## config.mk

```make
export PLATFORM = sky130hd
export DESIGN_NAME = branch_exec_top
export DESIGN_NICKNAME = d
export VERILOG_FILES = /design/src/rtl/branch_pkg.sv /design/src/rtl/branch_unit.sv /design/src/rtl/cdb_arbiter.sv /design/src/rtl/branch_rs.sv /design/src/rtl/branch_exec_top.sv
export VERILOG_INCLUDE_DIRS = /design/src /design/src/rtl
export SDC_FILE = /design/constraint.sdc
export NUM_CORES = 1
export LEC_CHECK = 0
export CORE_MARGIN = 1.5
export CORE_UTILIZATION = 30
export CTS_CLUSTER_SIZE = 10
export DETAILED_ROUTE_END_ITERATION = 7
export DONT_BUFFER_PORTS = 1
export SLEW_MARGIN = 20
export SYNTH_ARGS = -nofsm -noshare
export SYNTH_HDL_FRONTEND = slang
export SYNTH_SLANG_ARGS = --single-unit
```

## constraint.sdc

```tcl
create_clock -name clk_i -period 13.88 [get_ports clk_i]
set_input_delay 2.082 -clock clk_i [delete_from_list [all_inputs] [get_ports clk_i]]
set_output_delay 2.082 -clock clk_i [all_outputs]
set_load 0.005 [all_outputs]
```

## src/rtl/branch_macros.svh

```systemverilog
// Global sizing constants for the branch execution path
// Included by the package and by any module that sizes its own vectors

`ifndef BRANCH_MACROS_SVH
`define BRANCH_MACROS_SVH

// Data path width
`define XLEN 32

// Width of a reorder-buffer tag
`define ROB_IDX_LEN 4

// Branch reservation station entries, power of two only
`define BRANCH_RS_DEPTH 4

`endif

```

## src/rtl/branch_pkg.sv

```systemverilog
// Shared types of the branch path: opcodes, arbiter state and the
// packed records that travel between issue, branch unit and CDB

`include "branch_macros.svh"

package branch_pkg;

    // Branch and jump opcodes
    typedef enum logic [2:0] {
        BEQ,
        BNE,
        BLT,
        BGE,
        BLTU,
        BGEU,
        JAL,
        JALR
    } branch_op_e;

    // Requester favoured by the CDB arbiter on the next conflict
    typedef enum logic {
        PRIO_BRANCH,
        PRIO_EXT
    } arb_state_e;

    typedef logic [`ROB_IDX_LEN-1:0] rob_idx_t;

    // Instruction as handed over by the issue stage
    typedef struct packed {
        branch_op_e         op;
        logic               rs1_ready;      // rs1_value valid, else wait on rs1_idx
        rob_idx_t           rs1_idx;
        logic [`XLEN-1:0]   rs1_value;
        logic               rs2_ready;
        rob_idx_t           rs2_idx;
        logic [`XLEN-1:0]   rs2_value;
        logic [`XLEN-1:0]   imm;
        logic [`XLEN-1:0]   pc;
        logic [`XLEN-1:0]   pred_target;    // From the fetch predictor
        logic               pred_taken;
        rob_idx_t           dest_idx;       // ROB slot of this branch
    } branch_issue_t;

    // Operands sent to the branch unit
    typedef struct packed {
        branch_op_e         op;
        logic [`XLEN-1:0]   rs1;
        logic [`XLEN-1:0]   rs2;
        logic [`XLEN-1:0]   imm;
        logic [`XLEN-1:0]   pc;
        logic [`XLEN-1:0]   pred_target;
        logic               pred_taken;
    } branch_exec_t;

    // One CDB broadcast
    typedef struct packed {
        rob_idx_t           rob_idx;
        logic [`XLEN-1:0]   value;
        logic               except_raised;
    } cdb_data_t;

endpackage

```

## src/rtl/branch_unit.sv

```systemverilog
// Single-stage branch unit. Resolves direction and target, compares them
// with the prediction and returns a registered mispredict flag

`timescale 1ns/1ps
`include "branch_macros.svh"

module branch_unit (
    input  logic                        clk_i,
    input  logic                        rst_n_i,
    input  logic                        flush_i,
    input  logic                        ex_valid_i,
    input  branch_pkg::branch_exec_t    ex_data_i,
    output logic                        ex_ready_o,
    output logic                        res_valid_o,
    output logic                        res_mispredict_o
);
    import branch_pkg::*;

    logic               accept;
    logic               taken;
    logic               mispredict;
    logic [`XLEN-1:0]   base, sum, target;

    // One stage and no back-pressure on the result
    assign ex_ready_o = 1'b1;
    assign accept     = ex_valid_i && ex_ready_o;

    // Branch condition
    always_comb begin
        unique case (ex_data_i.op)
            BEQ:  taken = (ex_data_i.rs1 == ex_data_i.rs2);
            BNE:  taken = (ex_data_i.rs1 != ex_data_i.rs2);
            BLT:  taken = ($signed(ex_data_i.rs1) <  $signed(ex_data_i.rs2));
            BGE:  taken = ($signed(ex_data_i.rs1) >= $signed(ex_data_i.rs2));
            BLTU: taken = (ex_data_i.rs1 <  ex_data_i.rs2);
            BGEU: taken = (ex_data_i.rs1 >= ex_data_i.rs2);
            JAL:  taken = 1'b1;
            JALR: taken = 1'b1;
        endcase
    end

    // Target, JALR is register relative with bit 0 dropped
    assign base   = (ex_data_i.op == JALR) ? ex_data_i.rs1 : ex_data_i.pc;
    assign sum    = base + ex_data_i.imm;
    assign target = (ex_data_i.op == JALR) ? {sum[`XLEN-1:1], 1'b0} : sum;

    // Wrong direction, or right direction to the wrong place
    assign mispredict = (taken != ex_data_i.pred_taken)
                        || (taken && (target != ex_data_i.pred_target));

    // --------------------------------------------------------------------------
    // Result register
    // --------------------------------------------------------------------------
    always_ff @(posedge clk_i or negedge rst_n_i) begin
        if (!rst_n_i) begin
            res_valid_o <= 1'b0;
        end else if (flush_i) begin
            res_valid_o <= 1'b0;        // Drop the result in flight
        end else begin
            res_valid_o <= accept;      // High for one cycle per dispatch
        end
    end

    always_ff @(posedge clk_i) begin
        if (accept) res_mispredict_o <= mispredict;
    end

endmodule

```

## src/rtl/cdb_arbiter.sv

```systemverilog
// Two-way round-robin CDB arbiter between the branch station and an
// external result producer. Grant is locked while the CDB stalls

`timescale 1ns/1ps

module cdb_arbiter (
    input  logic                    clk_i,
    input  logic                    rst_n_i,
    // Branch reservation station
    input  logic                    br_valid_i,
    input  branch_pkg::cdb_data_t   br_data_i,
    output logic                    br_ready_o,
    // External producer
    input  logic                    ext_valid_i,
    input  branch_pkg::cdb_data_t   ext_data_i,
    output logic                    ext_ready_o,
    // CDB
    output logic                    cdb_valid_o,
    output branch_pkg::cdb_data_t   cdb_data_o,
    input  logic                    cdb_ready_i
);
    import branch_pkg::*;

    arb_state_e prio_q;
    logic       stall_q;        // Last cycle offered a transfer that was not taken
    logic       held_ext_q;     // Side granted during that stall
    logic       sel_ext;

    // Keep the stalled winner, else sole requester or favoured side wins
    assign sel_ext = stall_q ? held_ext_q
                             : (ext_valid_i && (!br_valid_i || (prio_q == PRIO_EXT)));

    assign cdb_valid_o = sel_ext ? ext_valid_i : br_valid_i;
    assign cdb_data_o  = sel_ext ? ext_data_i  : br_data_i;
    assign ext_ready_o = ext_valid_i && sel_ext && cdb_ready_i;
    assign br_ready_o  = br_valid_i && !sel_ext && cdb_ready_i;

    always_ff @(posedge clk_i or negedge rst_n_i) begin
        if (!rst_n_i) begin
            prio_q     <= PRIO_BRANCH;
            stall_q    <= 1'b0;
            held_ext_q <= 1'b0;
        end else begin
            stall_q    <= cdb_valid_o && !cdb_ready_i;
            held_ext_q <= sel_ext;
            if (cdb_valid_o && cdb_ready_i) begin
                prio_q <= sel_ext ? PRIO_BRANCH : PRIO_EXT;   // Favour the loser next
            end
        end
    end

    a_one_grant: assert property (@(posedge clk_i) disable iff (!rst_n_i)
        !(br_ready_o && ext_ready_o))
        else $error("CDB granted to both requesters");

endmodule

```

## src/rtl/branch_rs.sv

```systemverilog
// Branch reservation station. Circular buffer with in-order issue,
// CDB operand snooping, dispatch to the branch unit and CDB writeback

`timescale 1ns/1ps
`include "branch_macros.svh"

module branch_rs (
    input  logic                        clk_i,
    input  logic                        rst_n_i,
    input  logic                        flush_i,
    // Issue channel
    input  logic                        issue_valid_i,
    input  branch_pkg::branch_issue_t   issue_i,
    output logic                        issue_ready_o,
    // Dispatch to branch unit
    output logic                        ex_valid_o,
    output branch_pkg::branch_exec_t    ex_data_o,
    input  logic                        ex_ready_i,
    // Result from branch unit, always taken
    input  logic                        res_valid_i,
    input  logic                        res_mispredict_i,
    // Writeback request towards the CDB arbiter
    output logic                        wb_valid_o,
    output branch_pkg::cdb_data_t       wb_data_o,
    input  logic                        wb_ready_i,
    // Accepted CDB transfers
    input  logic                        snoop_valid_i,
    input  branch_pkg::cdb_data_t       snoop_data_i
);
    import branch_pkg::*;

    localparam int RS_IDX_LEN = $clog2(`BRANCH_RS_DEPTH);

    // Control bits of an entry, reset and flushed
    typedef struct packed {
        logic valid;        // Slot allocated
        logic busy;         // In flight in the branch unit
        logic rs1_ready;
        logic rs2_ready;
        logic res_ready;    // Mispredict bit written back
    } rs_status_t;

    // Payload of an entry
    typedef struct packed {
        branch_op_e         op;
        rob_idx_t           rs1_idx;
        logic [`XLEN-1:0]   rs1_value;
        rob_idx_t           rs2_idx;
        logic [`XLEN-1:0]   rs2_value;
        logic [`XLEN-1:0]   imm;
        logic [`XLEN-1:0]   pc;
        logic [`XLEN-1:0]   pred_target;
        logic               pred_taken;
        rob_idx_t           dest_idx;
        logic               mispredict;
    } rs_entry_t;

    rs_status_t                 st_q    [`BRANCH_RS_DEPTH];
    rs_entry_t                  entry_q [`BRANCH_RS_DEPTH];
    logic [RS_IDX_LEN-1:0]      tail_q, ex_q, res_q, head_q;   // Push, dispatch, result, pop
    logic                       push, dispatch, pop;
    logic                       snoop_ok;
    logic                       push_rs1_hit, push_rs2_hit;   // Broadcast during push
    logic [`BRANCH_RS_DEPTH-1:0] rs1_hit, rs2_hit;

    // --------------------------------------------------------------------------
    // Operand snooping
    // --------------------------------------------------------------------------
    assign snoop_ok = snoop_valid_i && !snoop_data_i.except_raised;  // Exceptions carry no operand

    always_comb begin
        for (int i = 0; i < `BRANCH_RS_DEPTH; i++) begin
            rs1_hit[i] = snoop_ok && st_q[i].valid && !st_q[i].rs1_ready
                         && (entry_q[i].rs1_idx == snoop_data_i.rob_idx);
            rs2_hit[i] = snoop_ok && st_q[i].valid && !st_q[i].rs2_ready
                         && (entry_q[i].rs2_idx == snoop_data_i.rob_idx);
        end
    end

    // Catch a producer that broadcasts in the very cycle of the push
    assign push_rs1_hit = snoop_ok && !issue_i.rs1_ready
                          && (issue_i.rs1_idx == snoop_data_i.rob_idx);
    assign push_rs2_hit = snoop_ok && !issue_i.rs2_ready
                          && (issue_i.rs2_idx == snoop_data_i.rob_idx);

    // --------------------------------------------------------------------------
    // Handshakes
    // --------------------------------------------------------------------------
    assign issue_ready_o = !st_q[tail_q].valid;    // Full once tail wraps onto a live slot
    assign push          = issue_valid_i && issue_ready_o;

    assign ex_valid_o = st_q[ex_q].valid && !st_q[ex_q].busy && !st_q[ex_q].res_ready
                        && st_q[ex_q].rs1_ready && st_q[ex_q].rs2_ready;
    assign dispatch   = ex_valid_o && ex_ready_i;

    assign wb_valid_o = st_q[head_q].valid && st_q[head_q].res_ready;
    assign pop        = wb_valid_o && wb_ready_i;

    // Operands of the oldest undispatched entry
    assign ex_data_o.op          = entry_q[ex_q].op;
    assign ex_data_o.rs1         = entry_q[ex_q].rs1_value;
    assign ex_data_o.rs2         = entry_q[ex_q].rs2_value;
    assign ex_data_o.imm         = entry_q[ex_q].imm;
    assign ex_data_o.pc          = entry_q[ex_q].pc;
    assign ex_data_o.pred_target = entry_q[ex_q].pred_target;
    assign ex_data_o.pred_taken  = entry_q[ex_q].pred_taken;

    // Mispredict flag goes out in the LSB of the value field
    assign wb_data_o.rob_idx       = entry_q[head_q].dest_idx;
    assign wb_data_o.value         = {{(`XLEN-1){1'b0}}, entry_q[head_q].mispredict};
    assign wb_data_o.except_raised = 1'b0;

    // --------------------------------------------------------------------------
    // Status bits and pointers
    // --------------------------------------------------------------------------
    always_ff @(posedge clk_i or negedge rst_n_i) begin
        if (!rst_n_i) begin
            for (int i = 0; i < `BRANCH_RS_DEPTH; i++) st_q[i] <= '0;
            tail_q <= '0;
            ex_q   <= '0;
            res_q  <= '0;
            head_q <= '0;
        end else if (flush_i) begin
            for (int i = 0; i < `BRANCH_RS_DEPTH; i++) st_q[i] <= '0;
            tail_q <= '0;
            ex_q   <= '0;
            res_q  <= '0;
            head_q <= '0;
        end else begin
            for (int i = 0; i < `BRANCH_RS_DEPTH; i++) begin
                if (rs1_hit[i]) st_q[i].rs1_ready <= 1'b1;
                if (rs2_hit[i]) st_q[i].rs2_ready <= 1'b1;
            end
            if (push) begin
                st_q[tail_q].valid     <= 1'b1;
                st_q[tail_q].busy      <= 1'b0;
                st_q[tail_q].rs1_ready <= issue_i.rs1_ready || push_rs1_hit;
                st_q[tail_q].rs2_ready <= issue_i.rs2_ready || push_rs2_hit;
                st_q[tail_q].res_ready <= 1'b0;
                tail_q                 <= tail_q + 1'b1;
            end
            if (dispatch) begin
                st_q[ex_q].busy <= 1'b1;
                ex_q            <= ex_q + 1'b1;
            end
            // Results come back in dispatch order
            if (res_valid_i) begin
                st_q[res_q].busy      <= 1'b0;
                st_q[res_q].res_ready <= 1'b1;
                res_q                 <= res_q + 1'b1;
            end
            if (pop) begin
                st_q[head_q].valid     <= 1'b0;  // Slot free for the next push
                st_q[head_q].res_ready <= 1'b0;
                head_q                 <= head_q + 1'b1;
            end
        end
    end

    // --------------------------------------------------------------------------
    // Entry payload
    // --------------------------------------------------------------------------
    always_ff @(posedge clk_i) begin
        for (int i = 0; i < `BRANCH_RS_DEPTH; i++) begin
            if (rs1_hit[i]) entry_q[i].rs1_value <= snoop_data_i.value;
            if (rs2_hit[i]) entry_q[i].rs2_value <= snoop_data_i.value;
        end
        if (push) begin
            entry_q[tail_q].op          <= issue_i.op;
            entry_q[tail_q].rs1_idx     <= issue_i.rs1_idx;
            entry_q[tail_q].rs1_value   <= push_rs1_hit ? snoop_data_i.value : issue_i.rs1_value;
            entry_q[tail_q].rs2_idx     <= issue_i.rs2_idx;
            entry_q[tail_q].rs2_value   <= push_rs2_hit ? snoop_data_i.value : issue_i.rs2_value;
            entry_q[tail_q].imm         <= issue_i.imm;
            entry_q[tail_q].pc          <= issue_i.pc;
            entry_q[tail_q].pred_target <= issue_i.pred_target;
            entry_q[tail_q].pred_taken  <= issue_i.pred_taken;
            entry_q[tail_q].dest_idx    <= issue_i.dest_idx;
        end
        if (res_valid_i) entry_q[res_q].mispredict <= res_mispredict_i;
    end

    // --------------------------------------------------------------------------
    // Assertions
    // --------------------------------------------------------------------------
    for (genvar g = 0; g < `BRANCH_RS_DEPTH; g++) begin : g_res_chk
        // A result only ever lands on an entry that was in the branch unit
        a_res_after_busy: assert property (@(posedge clk_i) disable iff (!rst_n_i)
            $rose(st_q[g].res_ready) |-> $past(st_q[g].busy))
            else $error("RS entry %0d got a result without being busy", g);
    end

    a_res_slot_busy: assert property (@(posedge clk_i) disable iff (!rst_n_i)
        res_valid_i |-> st_q[res_q].busy)
        else $error("Branch result arrived for an idle RS entry");

endmodule

```

## src/rtl/branch_exec_top.sv

```systemverilog
// Branch execution back end. Reservation station, branch unit and CDB
// arbiter, with every accepted CDB transfer looped back for snooping

`timescale 1ns/1ps

module branch_exec_top (
    input  logic                        clk_i,
    input  logic                        rst_n_i,
    input  logic                        flush_i,
    // Issue
    input  logic                        issue_valid_i,
    input  branch_pkg::branch_issue_t   issue_i,
    output logic                        issue_ready_o,
    // External result producer
    input  logic                        ext_valid_i,
    input  branch_pkg::cdb_data_t       ext_data_i,
    output logic                        ext_ready_o,
    // CDB
    output logic                        cdb_valid_o,
    output branch_pkg::cdb_data_t       cdb_data_o,
    input  logic                        cdb_ready_i
);
    import branch_pkg::*;

    branch_exec_t   ex_data;
    cdb_data_t      wb_data;
    logic           ex_valid, ex_ready;
    logic           res_valid, res_mispredict;
    logic           wb_valid, wb_ready;
    logic           snoop_valid;

    // Only a completed transfer counts as a broadcast
    assign snoop_valid = cdb_valid_o && cdb_ready_i;

    branch_rs i_branch_rs (
        .clk_i            (clk_i),
        .rst_n_i          (rst_n_i),
        .flush_i          (flush_i),
        .issue_valid_i    (issue_valid_i),
        .issue_i          (issue_i),
        .issue_ready_o    (issue_ready_o),
        .ex_valid_o       (ex_valid),
        .ex_data_o        (ex_data),
        .ex_ready_i       (ex_ready),
        .res_valid_i      (res_valid),
        .res_mispredict_i (res_mispredict),
        .wb_valid_o       (wb_valid),
        .wb_data_o        (wb_data),
        .wb_ready_i       (wb_ready),
        .snoop_valid_i    (snoop_valid),
        .snoop_data_i     (cdb_data_o)
    );

    branch_unit i_branch_unit (
        .clk_i            (clk_i),
        .rst_n_i          (rst_n_i),
        .flush_i          (flush_i),
        .ex_valid_i       (ex_valid),
        .ex_data_i        (ex_data),
        .ex_ready_o       (ex_ready),
        .res_valid_o      (res_valid),
        .res_mispredict_o (res_mispredict)
    );

    cdb_arbiter i_cdb_arbiter (
        .clk_i            (clk_i),
        .rst_n_i          (rst_n_i),
        .br_valid_i       (wb_valid),
        .br_data_i        (wb_data),
        .br_ready_o       (wb_ready),
        .ext_valid_i      (ext_valid_i),
        .ext_data_i       (ext_data_i),
        .ext_ready_o      (ext_ready_o),
        .cdb_valid_o      (cdb_valid_o),
        .cdb_data_o       (cdb_data_o),
        .cdb_ready_i      (cdb_ready_i)
    );

endmodule

```

## After elaboration in Yosys (flattened, before gate mapping)

Memory sizes are Yosys's and may differ from the RTL's.
Cells that the tools add are included.

- Register bits: 33
- Memory bits (writable): 708
- Input bits: 221
- Output and inout bits: 40
- Word-level logic and storage cells: 244
- Memories: 1

Memories:

| memory | words | width | rd ports | clocked after Yosys merged registers in | write ports | line | source |
|---|---|---|---|---|---|---|---|
| i_branch_rs.entry_q | 4 | 177 | 6 | 0 | 6 | branch_rs.sv:59 | `` rs_entry_t entry_q [`BRANCH_RS_DEPTH]; `` |

- $add $sub $neg: 5
- Order comparisons: 12
- Equal/unequal tests: 21
- Multiplexer cells: 101
- Bitwise operators: 4
- Reduce and logical (&&, ||, !) cells: 71

Operators by type and width:

| kind | count |
|---|---|
| $bwmux W20 | 10 |
| $mux W20 | 8 |
| $demux W5 S2 | 10 |
| $mux W32 | 3 |
| $ge A32 B32 Y1 | 2 |
| $lt A32 B32 Y1 | 2 |
| $ne A32 B32 Y1 | 2 |
| $logic_and A1 B1 Y1 | 44 |
| $mux W1 | 44 |
| $eq A4 B4 Y1 | 10 |
| $mux W5 | 8 |
| $mux W37 | 1 |
| $add A32 B32 Y32 | 1 |
| $eq A32 B32 Y1 | 1 |
| $bmux W5 S2 | 3 |
| $mux W2 | 9 |
| $logic_not A1 Y1 | 17 |
| $eq A3 B3 Y1 const B | 4 |
| $ge A3 B3 Y1 const B | 4 |
| $lt A3 B1 Y1 const B | 4 |
| $mux W4 | 3 |
| $not A2 Y3 | 4 |
| $add A2 B1 Y2 const B | 4 |
| $reduce_bool A2 Y1 | 4 |
| other kinds (8) | 12 |

## Longest topological paths before layout

Gate-level depths: netlist (run 1).

- Word-level depth: 35
- Depth in mapped cells: 20
- Depth with buffers taken out: 15

## Modules after synthesis

From an unflattened synthesis (run 1), not the netlist that was laid out.

- Cell total of the unflattened synthesis: 2099
- Area total of the unflattened synthesis: 35685.5 µm²

By module, submodules not included:

| module | times used | cells each | area an instance (µm²) | sequential area each (µm²) |
|---|---|---|---|---|
| branch_rs | 1 | 1487 | 31021.0 | 21961.1 |
| branch_unit | 1 | 552 | 4028.9 | 55.1 |
| cdb_arbiter | 1 | 59 | 629.4 | 75.1 |
| branch_exec_top | 1 | 1 | 6.3 | 0.0 |

## Least setup slack after synthesis (run 1)

No wires, ideal clock.

- Path kind: input -> register
- From: input ext_valid_i
- To: memory i_branch_rs.entry_q[2][138] (netlist bit), enable pin
- Setup time: 511 ps
- Data arrival time: 7001 ps
- Required time: 13369 ps
- Slack: 6369 ps
- Cell stages on the path: 8
- Path buffers: 1
- Path through: nor2b_1 > nor2_1 > a221o_1 > a311oi_2 > buf_4 > xor2_1 > nand3_1 > o41ai_1

RTL lines:

| what | line | source |
|---|---|---|
| from (decl) | branch_exec_top.sv:15 | `input logic ext_valid_i,` |
| to (decl) | branch_rs.sv:59 |  |

## Worst setup path after layout (run 1)

- From: register i_branch_rs.ex_q[1]
- To: register i_branch_unit.res_mispredict_o, data pin

- Cells in the longest elaborated chain, start to end: 8
- Elaborated cells between the ends (all ways): 24
- Classes of those cells: 1 x add/sub; 4 x order compare; 11 x eq/ne; 3 x mux; 4 x reduce/logical; 1 x memory

Ends and longest elaborated chain:

| what | line | source |
|---|---|---|
| from (decl) | branch_rs.sv:60 | `logic [RS_IDX_LEN-1:0] tail_q, ex_q, res_q, head_q;` |
| from (signal assigned) | branch_rs.sv:144 | `ex_q <= ex_q + 1'b1;` |
| $mem_v2 Z4 W177 (*) | - |  |
| $eq A3 B3 Y1 | branch_unit.sv:30, branch_unit.sv:43, branch_unit.sv:45 |  |
| $mux W32 | branch_unit.sv:43 | `assign base = (ex_data_i.op == JALR) ? ex_data_i.rs1 : ex_data_i.pc;` |
| $add A32 B32 Y32 | branch_unit.sv:44 | `assign sum = base + ex_data_i.imm;` |
| $mux W1 | branch_unit.sv:45 | `` assign target = (ex_data_i.op == JALR) ? {sum[`XLEN-1:1], 1'b0} : sum; `` |
| $ne A32 B32 Y1 | branch_unit.sv:49 | `\|\| (taken && (target != ex_data_i.pred_target));` |
| $logic_and A1 B1 Y1 | branch_unit.sv:49 |  |
| $logic_or A1 B1 Y1 (*) | branch_unit.sv:49 |  |
| net i_branch_unit.mispredict | branch_unit.sv:21 | `logic mispredict;` |
| to (signal assigned) | branch_unit.sv:65 | `if (accept) res_mispredict_o <= mispredict;` |
| to (decl) | branch_unit.sv:15 | `output logic res_mispredict_o` |

Mark *: on every way through the listed nets, which the timed path passes. The rest lies on a longest branch.
A chain may end at the register's enable or synchronous reset.

==> flow_metrics.tcl, run 1 <==
set metrics [dict create \
    status "completed" \
    timing.final.setup_violations 0 \
    cp_data_required_time_ns 14.27 \
    r2r_slack_ns 7.57 \
    placed_area_um2 36950 \
    startpoint_type "flop" \
    dp_hpwl_um 66690 \
    ys_async_sr_fraction_pct 4.318 \
    place_ws_ns 7.459 \
    gpl.final_weighted_congestion 0.8607 \
    num-nets-final 2344 \
    slew_violations 0 \
    avgSynthCellArea_um2 17.22 \
    numClockSinks 741 \
    cts_max_path_buffers 3 \
    final.setup_skew_ns 0.02645 \
    fin_total_pwr_w 0.005952 \
    finalCriticalPeriod_ns 6.315 \
    ff_latch_area_um2 22100 \
    hold_path_class "reg2reg" \
    die-area_um2 119700 \
    holdBufCountCts 0 \
    final_min_period_over_clock_period_pct 45.49 \
    clk_latency_ns 0.67 \
    worst-path-max-fanout 61 \
    crit_slowest_cell "buf_4" \
    post_synthesis_compound_gate_area_fraction_pct 4.094 \
    slowest_delay_ns 0.88 \
    crit_family "buffers and inverters" \
    layout-area-overhead-vs-synth_pct 11.74 \
    post-cts-setup-buffer-count 0 \
    max_slew.worst_pin.slew_ns 1.054 \
    clock.fmax_mhz 158.4 \
    timing_hold_violations_final 0 \
    synth_top_cells_by_area "edfxtp_1 (60%), mux4_2 (11%), mux2_4 (5.1%)" \
    max-vdd-ir-drop_mv 0.1118 \
    cellInternalPower_w 0.004322 \
    highest_count_cells_in_the_layout_ignoring_fill_and_taps "edfxtp_1 (709), mux4_2 (168), mux2_2 (155), mux2_4 (120), clkbuf_16 (87)" \
    initial_core_util_pct 30.34 \
    tritoncts_clock_tree "done" \
    synth.cell_area_um2 35300 \
    cts_inserted_buffers 87 \
    layout_commonest_cell "edfxtp_1" \
    global_route.overflow_total 0 \
    drv.max_cap_violation_count 0 \
    hold_start "i_branch_rs.res_q[1]" \
    cts_repair_resize_count 0 \
    antenna_violating_nets_left 0 \
    drc_viols 0 \
    synthAdderAreaFrac_pct 2.857 \
    i_o_pins 261 \
    critPathKind "reg2reg" \
    final_area_um2 39440 \
    yosysWarningCount 0 \
    num_rows 125 \
    worst_r2r_end "i_branch_unit.res_mispredict_o" \
    cp_num_cells 14 \
    switching_share_pct 27.39 \
    multi_input_gate_area_in_the_final_layout_um2 12500 \
    synth_top_family_by_area "multiplexers" \
    dr_total_vias 18510 \
    worst-r2r-cell-count 14 \
    post_drt_wl_per_cell_um 26.71 \
    yosys.area.top_type "edfxtp_1" \
    maximum_number_of_pins_on_one_net_before_global_route_repair 91 \
    ys_ff_latch 741 \
    p_leak_nw 12.87 \
    min_to "i_branch_rs.res_q[1]" \
    syn_inst 2050 \
    timing.final.ws_setup_ns 7.565 \
    syn-num-nets 2351 \
    antenna_found_initial 12 \
    worstPathArrival_ns 6.71 \
    synth_enable_flop_cells 709 \
    dieWidth_um 346.0 \
    grt_setup_unrepaired "no" \
    post-route-util_pct 33.90 \
    share_of_power_burned_in_combinational_logic_pct 19.7 \
    synth_mux_area_share_pct 21.71 \
    clock_slew_at_reported_path_ffs_ns 0.06 \
    power_density_nw_per_um2 150.9 \
    ys_dominant_reg_cell "edfxtp_1" \
    synth_simple_gate_area_share_pct 4.151 \
    drt-initial-drc-count 1565 \
    htree_levels 3 \
    synth.lib_cells_used.distinct 80 \
    p_sw_w 0.001630 \
    buffer_ports.inserted 0 \
    clock_power_share_pct 34.6 \
    rr_startpoint "i_branch_rs.ex_q[1]" \
    yosys.area_share.xor_xnor_pct 2.208 \
    fillCellCount 10990 \
    share_of_yosys_cell_area_claimed_by_the_top_area_cell_type_pct 60.31 \
    die_h_um 346.0 \
    seq_power_share_pct 45.6 \
    critical_path.n_buffers_inverters 2 \
    postRouteWirelength_um 96330 \
    number_of_global_route_vias_before_repair 19150 \
    hold_path_depth 2 \
    cts_root_buf "clkbuf_16" \
    fraction_of_layout_cells_with_a_size_suffix_above_1_pct 29.42 \
    crit_path_end_kind "flop" \
    worstPathCellList "buf_4 > buf_4 > mux4_2 > mux2_2 > ha_1 > a21o_1 > a2111oi_0 > a21oi_1 > nor4_1 > nor2_1 > a31oi_1 > xnor2_1 > nor4b_1 > a21oi_1" \
    grt_pass1_wl_um 138400 \
    grt_util_all_layers_pct 15.98 \
    drt_first_pass_iters 5 \
    setup_tns_ns 0 \
    synth-seq-area-share_pct 62.58 \
    max_slew_margin_pct 29.71 \
    avgViaCountPerCell 5.133 \
    fp.coreArea_um2 116400 \
]
[synth_stat cells (all sizes together) (18+ instances only)]
| cell type | count |
|---|---|
| nand3 | 19 |
| o21ai | 39 |
| a21oi | 63 |
| buf | 53 |
| xor2 | 27 |
| a211oi | 18 |
| nor3 | 32 |
| mux4 | 171 |
| nand2 | 53 |
| xnor2 | 62 |
| nor2 | 61 |
| edfxtp | 709 |
| and2 | 40 |
| clkbuf | 71 |
| nand4 | 22 |
| mux2 | 291 |
| dfrtp | 32 |
| ha | 79 |
| inv | 59 |
[worst max path at each step]
stage / start / end / slack [ns]
floorplan: ext_valid_i / i_branch_rs.entry_q[2][138] / 6.37
global placement: i_branch_rs.ex_q[0] / i_branch_unit.res_mispredict_o / 7.47
detailed placement: i_branch_rs.ex_q[0] / i_branch_unit.res_mispredict_o / 7.46
CTS: i_branch_rs.ex_q[0] / i_branch_unit.res_mispredict_o / 7.46
global route: i_branch_rs.ex_q[0] / i_branch_unit.res_mispredict_o / 7.13
finish: i_branch_rs.ex_q[1] / i_branch_unit.res_mispredict_o / 7.57
[routing by layer]
| metal | global-route usage (%) | part of all wire, % | vias to the layer above |
|---|---|---|---|
| met2 | 27.40 | 50 | 511 |
| met1 | 19.23 | 39 | 9726 |
| met5 | 0 | 0.048 | - |
| met3 | 5.216 | 8.1 | 116 |
| met4 | 4.172 | 2.0 | 6 |
| li1 | - | - | 8150 |
[area by class of cell]
type | count | share of cell area (%)
Sequential cell | 741 | 56.03
Tap cell | 1524 | 4.834
Inverter | 59 | 0.5869
Clock inverter | 14 | 0.4790
Timing Repair Buffer | 28 | 0.5647
Antenna cell | 5 | 0.03172
Clock buffer | 109 | 5.780
Multi-Input combinational cell | 1126 | 31.70
[worst reg2reg max path: stages, from the launching register on]
cell       delay [ns]
dfrtp_4          0.79
buf_4            0.90
buf_4            0.71
mux4_2           0.51
mux2_2           0.31
ha_1             0.42
a21o_1           0.23
a2111oi_0        0.45
a21oi_1          0.20
nor4_1           0.52
nor2_1           0.19
a31oi_1          0.24
xnor2_1          0.10
nor4b_1          0.35
a21oi_1          0.15
[registers in the layout, indices dropped and copies added, names as in the netlist]
signal	count
i_cdb_arbiter.held_ext_q	1
i_branch_rs.res_q	2
i_branch_rs.ex_q	2
i_cdb_arbiter.stall_q	1
i_cdb_arbiter.prio_q	1
i_branch_rs.st_q	20
i_branch_rs.tail_q	2
i_branch_rs.head_q	2
i_branch_unit.res_valid_o	1
i_branch_unit.res_mispredict_o	1
i_branch_rs.entry_q	708
[metrics by stage]
stage,hold slack [ns],instances
after CTS,0.6069,3601
after global routing,0.6416,3602
after detailed placement,0.5947,3478
after global placement,0.5602,3478
final,0.6034,3606
after floorplan,0.4587,2050
[cell families (layout without fill, tap and decap cells)]
logic type	Yosys count	count (layout)
multiplexers	468	468
AO/OA/AOI/OAI	215	215
XOR/XNOR	89	89
other	0	5
adder cells (fa/ha/maj)	80	80
buffers and inverters	183	210
AND/OR/NAND/NOR	274	274
flip-flops	741	741
[power groups by stage]
stage | Combinational (W) | Sequential, W | Clock, W
finish | 0.00117 | 0.00272 | 0.00206
global route | 0.00127 | 0.00273 | 0.00219
CTS | 0.00119 | 0.00272 | 0.00211
detailed placement | 0.00118 | 0.00276 | 0
global placement | 0.00118 | 0.00275 | 0
floorplan | 0.000833 | 0.00276 | 0
(Power assumes the default switching activity.)
==> inputs of run 2 (changes only) <==
--- a/config.mk
+++ b/config.mk
@@ -6,6 +6,7 @@
 export SDC_FILE = /design/constraint.sdc
 export NUM_CORES = 1
 export LEC_CHECK = 0
+export ABC_AREA = 1
 export CORE_MARGIN = 1.5
 export CORE_UTILIZATION = 30
 export CTS_CLUSTER_SIZE = 10
==> constraint.sdc (replaced) <==
create_clock -name clk_i -period 6 [get_ports clk_i]
set_input_delay 0.9 -clock clk_i [delete_from_list [all_inputs] [get_ports clk_i]]
set_output_delay 0.9 -clock clk_i [all_outputs]
set_load 0.005 [all_outputs]
==> run 2 against run 1 <==
Clock power up 140%. Clock skew is 0.035 ns higher. First-iteration DRC count grew 76%. Synthesized cell count is 89% higher. Wire length increased by 29%. Worst hold slack got worse by 0.56 ns. Die area grew 5.7%. Sequential power is 130% higher. Largest cell class unchanged. Largest power group unchanged.
==> flow_metrics.tcl, run 2 <==
set metrics [dict create \
    fin_total_pwr_w 0.01419 \
    clk_latency_ns 0.68 \
    switching_share_pct 30.21 \
    registers_with_the_highest_flip_flop_counts "i_branch_rs.entry_q (708), i_branch_rs.st_q (20)" \
    numClockSinks 741 \
    drv.max_cap_violation_count 0 \
    clock_slew_at_reported_path_ffs_ns 0.06 \
    share_of_yosys_cell_area_claimed_by_the_top_area_cell_type_pct 57.06 \
    status "completed" \
    worst-r2r-cell-count 22 \
    ys_async_sr_fraction_pct 4.318 \
    synth_top_cells_by_area "edfxtp_1 (57%), nand2_1 (11%), nand3_1 (5.3%)" \
    synth_enable_flop_cells 709 \
    post-cts-setup-buffer-count 0 \
    syn_inst 3868 \
    cellInternalPower_w 0.009907 \
    synth.most_common_cell "nand2_1" \
    antenna_found_initial 5 \
    clock_power_share_pct 34.9 \
    die_h_um 355.7 \
    max_flop_register "i_branch_rs.entry_q" \
    dp_hpwl_um 81560 \
    cts_root_buf "clkbuf_16" \
    drc_viols 0 \
    tritoncts_clock_tree "done" \
    layout-area-overhead-vs-synth_pct 11.88 \
    i_o_pins 261 \
    p_sw_w 0.004288 \
    rr_startpoint "i_branch_rs.ex_q[0]" \
    antenna_violating_nets_left 0 \
    num-nets-final 4117 \
    setup_tns_ns 0 \
    number_of_global_route_vias_before_repair 26870 \
    gpl.final_weighted_congestion 0.9518 \
    hold_path_class "in2async" \
    max_slew.worst_pin.slew_ns 1.093 \
    cts_repair_resize_count 0 \
    grt_setup_unrepaired "no" \
    post_drt_wl_per_cell_um 22.52 \
    avgViaCountPerCell 5.124 \
    grt_util_all_layers_pct 19.13 \
    syn-num-nets 4169 \
    clock.fmax_mhz 199.9 \
    htree_levels 3 \
    cts_max_path_buffers 3 \
    ys_ff_latch 741 \
    avgSynthCellArea_um2 9.646 \
    num_rows 129 \
    r2r_slack_ns 1.0 \
    slowest_delay_ns 0.75 \
    fraction_of_layout_cells_with_a_size_suffix_above_1_pct 6.846 \
    synth.cell_area_um2 37310 \
    power_density_nw_per_um2 340.0 \
    worstPathArrival_ns 5.43 \
    drt_first_pass_iters 6 \
    seq_power_share_pct 44.6 \
    startpoint_type "flop" \
    largest_register_ff_count 708 \
    finalCriticalPeriod_ns 5.003 \
    fp.coreArea_um2 123500 \
    cp_data_required_time_ns 6.43 \
    highest_count_cells_in_the_layout_ignoring_fill_and_taps "nand2_1 (1090), edfxtp_1 (709), nor2_1 (403), nand3_1 (391), inv_1 (262)" \
    yosysWarningCount 0 \
    synth.lib_cells_used.distinct 52 \
    critPathKind "reg2reg" \
    worst_r2r_end "i_branch_unit.res_mispredict_o" \
    worstPathCellList "buf_4 > buf_4 > o21ai_0 > o22ai_1 > fa_1 > nand3_1 > nand2_1 > nand2_1 > nand2_1 > nand2_1 > nand2_1 > nand2_1 > nand2_1 > nand2_1 > nand3b_1 > nand2_1 > nor2_1 > nand2_1 > nor2_1 > nand3_1 > nand2_1 > nand2_1" \
    drt-initial-drc-count 2762 \
    buffer_ports.inserted 0 \
    maximum_number_of_pins_on_one_net_before_global_route_repair 118 \
    worst-path-max-fanout 69 \
    cts_inserted_buffers 88 \
    crit_slowest_cell "dfrtp_4" \
    dr_total_vias 28210 \
    yosys.area.top_type "edfxtp_1" \
    dieWidth_um 355.7 \
    max-vdd-ir-drop_mv 0.2089 \
    final_min_period_over_clock_period_pct 83.38 \
    synth_common_cells "nand2_1 (1102), edfxtp_1 (709), nor2_1 (403)" \
    p_leak_nw 16.69 \
    worstSetupStartpoint "i_branch_rs.ex_q[0]" \
    crit_path_end_kind "flop" \
    initial_core_util_pct 30.22 \
    share_of_power_burned_in_combinational_logic_pct 20.5 \
    final.setup_skew_ns 0.06154 \
    layout_commonest_cell "nand2_1" \
    slew_violations 0 \
    crit_path_frequent_cell "nand2_1" \
    fillCellCount 12390 \
    postRouteWirelength_um 124000 \
    timing.final.setup_violations 0 \
    grt_pass1_wl_um 179000 \
    synth-seq-area-share_pct 59.21 \
    holdBufCountCts 1 \
    die-area_um2 126500 \
    timing_hold_violations_final 0 \
    global_route.overflow_total 0 \
    ys_dominant_reg_cell "edfxtp_1" \
    max_slew_margin_pct 26.86 \
]
==> run 2: cell count changes in the layout (fill, tap and decap cells not counted), moves of 168 or more <==
cell and change:
mux4_2 -168, nand3_1 +373, nand2_1 +1039, o21ai_0 +198
inv_1 +208, nor2_1 +350
==> run 2: how the worst max path moves through the flow <==
stage | cells after the start | to | slack, ns
finish | 22 | i_branch_unit.res_mispredict_o | 1.0
global route | 24 | i_branch_unit.res_mispredict_o | 0.71
CTS | 22 | i_branch_unit.res_mispredict_o | 1.06
detailed placement | 22 | i_branch_unit.res_mispredict_o | 1.08
global placement | 23 | i_branch_unit.res_mispredict_o | 1.15
floorplan | 5 | i_branch_rs.entry_q[0][100] | 0.98
==> run 2: worst max-delay path: cells and delay by family (launching register included) <==
family	cells	cell delay, ns
AND/OR/NAND/NOR	17	1.74
adder cells (fa/ha/maj)	1	0.31
AO/OA/AOI/OAI	2	0.61
flip-flops	1	0.75
buffers and inverters	2	1.23
==> run 2: area by class of cell <==
class / count / area, um2 / share of cell area, %
diodes: 12 / 30.03 / 0.07193
inverters: 276 / 1081 / 2.590
well taps: 1637 / 2048 / 4.906
multi-input cells: 2662 / 13390 / 32.07
flip-flops and latches: 741 / 22100 / 52.94
clock inverters: 15 / 242.7 / 0.5814
clock buffers: 115 / 2354 / 5.638
repair buffers: 47 / 503.0 / 1.205
==> run 2: kinds of logic (layout without fill, tap and decap cells) <==
kind of cell,count (synthesis),after routing,share of synthesized area [%]
buffers and inverters,465,453,5.053
adder cells (fa/ha/maj),80,80,2.703
AO/OA/AOI/OAI,516,516,8.021
other,0,12,0
flip-flops,741,741,59.21
XOR/XNOR,49,49,1.150
AND/OR/NAND/NOR,2017,2017,23.87
==> run 2: power by group through the flow <==
stage                     Sequential (W)  Combinational (W)  Clock (W)
after CTS                        0.00632            0.00289    0.00503
after global placement           0.00642            0.00286          0
final                            0.00632            0.00291    0.00496
after detailed placement         0.00643            0.00287          0
after global routing             0.00636            0.00320    0.00521
after floorplan                  0.00644            0.00191          0
==> run 2: metrics by stage <==
stage               utilization, %  hold WS [ns]  cells  setup WS [ns]  cell area (um2)
floorplan                        -        0.4587   3868         0.9790            37310
detailed placement           31.67        0.4913   5362          1.082            39100
global route                 33.79       0.03561   5493         0.7051            41720
CTS                          33.79       0.01745   5493          1.062            41720
finish                       33.81       0.04405   5505         0.9974            41750
global placement             31.67        0.4852   5362          1.150            39100
==> run 2: routing by layer <==
metal	global-route usage, %	vias up	routed length [um]
met5	0	-	0
met4	7.487	0	4467
met3	5.239	242	11880
met2	30.62	1159	57230
met1	24.48	13610	50390
li1	-	13200	-
==> inputs of run 3 (changes only) <==
--- a/config.mk
+++ b/config.mk
@@ -6,7 +6,7 @@
 export SDC_FILE = /design/constraint.sdc
 export NUM_CORES = 1
 export LEC_CHECK = 0
-export ABC_AREA = 1
+export ABC_AREA = 0
 export CORE_MARGIN = 1.5
 export CORE_UTILIZATION = 30
 export CTS_CLUSTER_SIZE = 10
==> constraint.sdc (replaced) <==
create_clock -name clk_i -period 4.95 [get_ports clk_i]
set_input_delay 0.7425 -clock clk_i [delete_from_list [all_inputs] [get_ports clk_i]]
set_output_delay 0.7425 -clock clk_i [all_outputs]
set_load 0.005 [all_outputs]
==> run 3 against run 2 <==
The flow now finishes with violations (design-rule violations). Worst hold slack better by 0.10 ns. Total power up 22%. Critical path depth down 8. Largest cell class unchanged.
==> flow_metrics.tcl, run 3 (synthesis gave the netlist of run 1 again) <==
set metrics [dict create \
    status "finished, violations left" \
    violations_in_the_final_reports "design-rule violations" \
    max_slew_margin_pct 43.71 \
    numPlacedInstances 3608 \
    htree_levels 3 \
    timing_hold_violations_final 0 \
    maximum_number_of_pins_on_one_net_before_global_route_repair 59 \
    cts_inserted_buffers 89 \
    multi_input_gate_area_in_the_final_layout_um2 12630 \
    max-vdd-ir-drop_mv 0.2290 \
    gpl.final_weighted_congestion 0.8966 \
    power_density_nw_per_um2 422.3 \
    ff_latch_area_um2 22100 \
    fp.coreArea_um2 116400 \
    timing.final.ws_setup_ns 0.1013 \
    max_flop_register "i_branch_rs.entry_q" \
    tritoncts_clock_tree "done" \
    postRouteWirelength_um 100900 \
    highest_count_cells_in_the_layout_ignoring_fill_and_taps "edfxtp_1 (709), mux4_2 (168), mux2_2 (155), buf_4 (140), mux2_4 (120)" \
    fillCellCount 10950 \
    p_leak_nw 13.68 \
    drv.max_cap_violation_count 0 \
    critPathKind "reg2reg" \
    worstPathArrival_ns 5.22 \
    post_drt_wl_per_cell_um 26.84 \
    placed_area_um2 38180 \
    drt_first_pass_iters 7 \
    num_rows 125 \
    slowest_delay_ns 0.51 \
    initial_core_util_pct 30.34 \
    drc_viols 2 \
    fin_total_pwr_w 0.01729 \
    cts_max_path_buffers 3 \
    final_min_period_over_clock_period_pct 97.95 \
    layoutNonFillerInstCount 3758 \
    critical_path.n_buffers_inverters 1 \
    registers_with_the_highest_flip_flop_counts "i_branch_rs.entry_q (708), i_branch_rs.st_q (20)" \
    place_ws_ns -0.03461 \
    i_o_pins 261 \
    number_of_global_route_vias_before_repair 19990 \
    die-area_um2 119700 \
    crit_slowest_cell "dfrtp_4" \
    cp_data_required_time_ns 5.32 \
    finalCriticalPeriod_ns 4.849 \
    max_slew.worst_pin.slew_ns 0.8439 \
    dp_hpwl_um 71110 \
    cts_root_buf "clkbuf_16" \
    worstPathCellList "buf_12 > mux4_2 > nand3_4 > mux2_2 > fa_1 > a211o_1 > a211oi_4 > o311ai_2 > a21oi_2 > mux2_2 > nor4_2 > nand4_1 > nor4b_1 > a21oi_1" \
    global_route.overflow_total 0 \
    num-nets-final 2484 \
    layout_commonest_cell "edfxtp_1" \
    buffer_ports.inserted 0 \
    startpoint_type "flop" \
    die_h_um 346.0 \
    drt-initial-drc-count 1638 \
    final.setup_skew_ns 0.03536 \
    antenna_violating_nets_left 0 \
    timing.final.setup_violations 0 \
    hold_path_class "in2reg" \
    grt_pass1_wl_um 144300 \
    largest_register_ff_count 708 \
    antenna_found_initial 6 \
    fraction_of_layout_cells_with_a_size_suffix_above_1_pct 34.33 \
    clk_latency_ns 0.65 \
    slew_violations 0 \
    avgViaCountPerCell 5.144 \
    dieWidth_um 346.0 \
    grt_util_all_layers_pct 16.64 \
    dr_total_vias 19330 \
    final_area_um2 40940 \
    numClockSinks 741 \
    clock_slew_at_reported_path_ffs_ns 0.06 \
    crit_path_frequent_cell "mux2_2" \
    crit_path_end_kind "flop" \
    crit_family "compound AO/OA/AOI/OAI gates" \
    layout-area-overhead-vs-synth_pct 15.98 \
    clock.fmax_mhz 206.2 \
    worst-path-max-fanout 6 \
]
-- run 3: cell types whose count changed in the layout (fill, tap and decap cells not counted), moves of 54 or more --
cell     before  now
nand2_1    1090   51
nand3_1     391   18
nor2_1      403   53
inv_1       262   54
o21ai_0     229   29
mux4_2        0  168
mux2_2        0  155
mux2_4        0  120
buf_4        35  140
o22ai_1      76    2
xnor2_1       7   61
-- run 3: cell type report --
type	count	area share [%]
inverter	59	0.5654
tap	1524	4.658
multi-input combinational	1126	30.84
sequential	741	53.98
clock inverter	17	0.3331
timing repair buffer	166	3.839
clock buffer	122	5.767
antenna	3	0.01834
-- run 3: path summary, 6_finish.rpt --
path	start	end	slack, ns	cells after the start
min reg2reg	i_branch_rs.res_q[1]	i_branch_rs.res_q[1]	0.60	2
max	i_branch_rs.ex_q[0]	i_branch_unit.res_mispredict_o	0.10	14
min in group asynchronous	rst_n_i	i_branch_rs.head_q[1]	0.57	2
max reg2reg	i_branch_rs.ex_q[0]	i_branch_unit.res_mispredict_o	0.10	14
max in group asynchronous	rst_n_i	i_branch_rs.st_q[8]	4.16	2
min	flush_i	i_branch_rs.head_q[1]	0.15	1
-- run 3: timing repair --
action,CTS,global route
gates resized for setup,2,29
hold endpoints to repair,32,0
cloned,0,1
pin swaps,0,3
hold buffers,2,0
endpoints found under the setup margin,1,1
buffers inserted,0,5
-- run 3: worst reg2reg max path: cells and delay by family, from the launching register on --
family | cells | cell delay, ns
buf+inv | 1 | 0.15
compound gates | 5 | 1.25
flops | 1 | 0.51
mux | 3 | 1.22
fa+ha+maj | 1 | 0.43
simple gates | 4 | 1.01
-- run 3: power breakdown --
part,total [W],internal (W),switching [W]
Combinational,0.00387,0.00170,0.00218
Sequential,0.00760,0.00748,0.000119
Clock,0.00581,0.00334,0.00247
Total,0.0173,0.0125,0.00476
-- run 3: stage by stage --
stage,utilization [%],setup TNS (ns),hold slack [ns]
6_report,35.18,0,0.1464
3_5_place_dp,32.81,-0.03461,0.4521
3_3_place_gp,32.79,-0.05160,0.4525
5_1_grt,35.18,-0.01122,0.1048
2_1_floorplan,-,0,0.4469
4_1_cts,34.99,0,0.09302
-- run 3: routing by layer --
layer	vias to the layer above	share of wire [%]	GRT usage, %	routed length, um
met5	-	0.046	0	46
met4	8	1.6	3.560	1593
met3	120	8.9	5.672	8957
met2	620	49	27.89	49640
met1	10150	40	20.73	40630
li1	8431	-	-	-
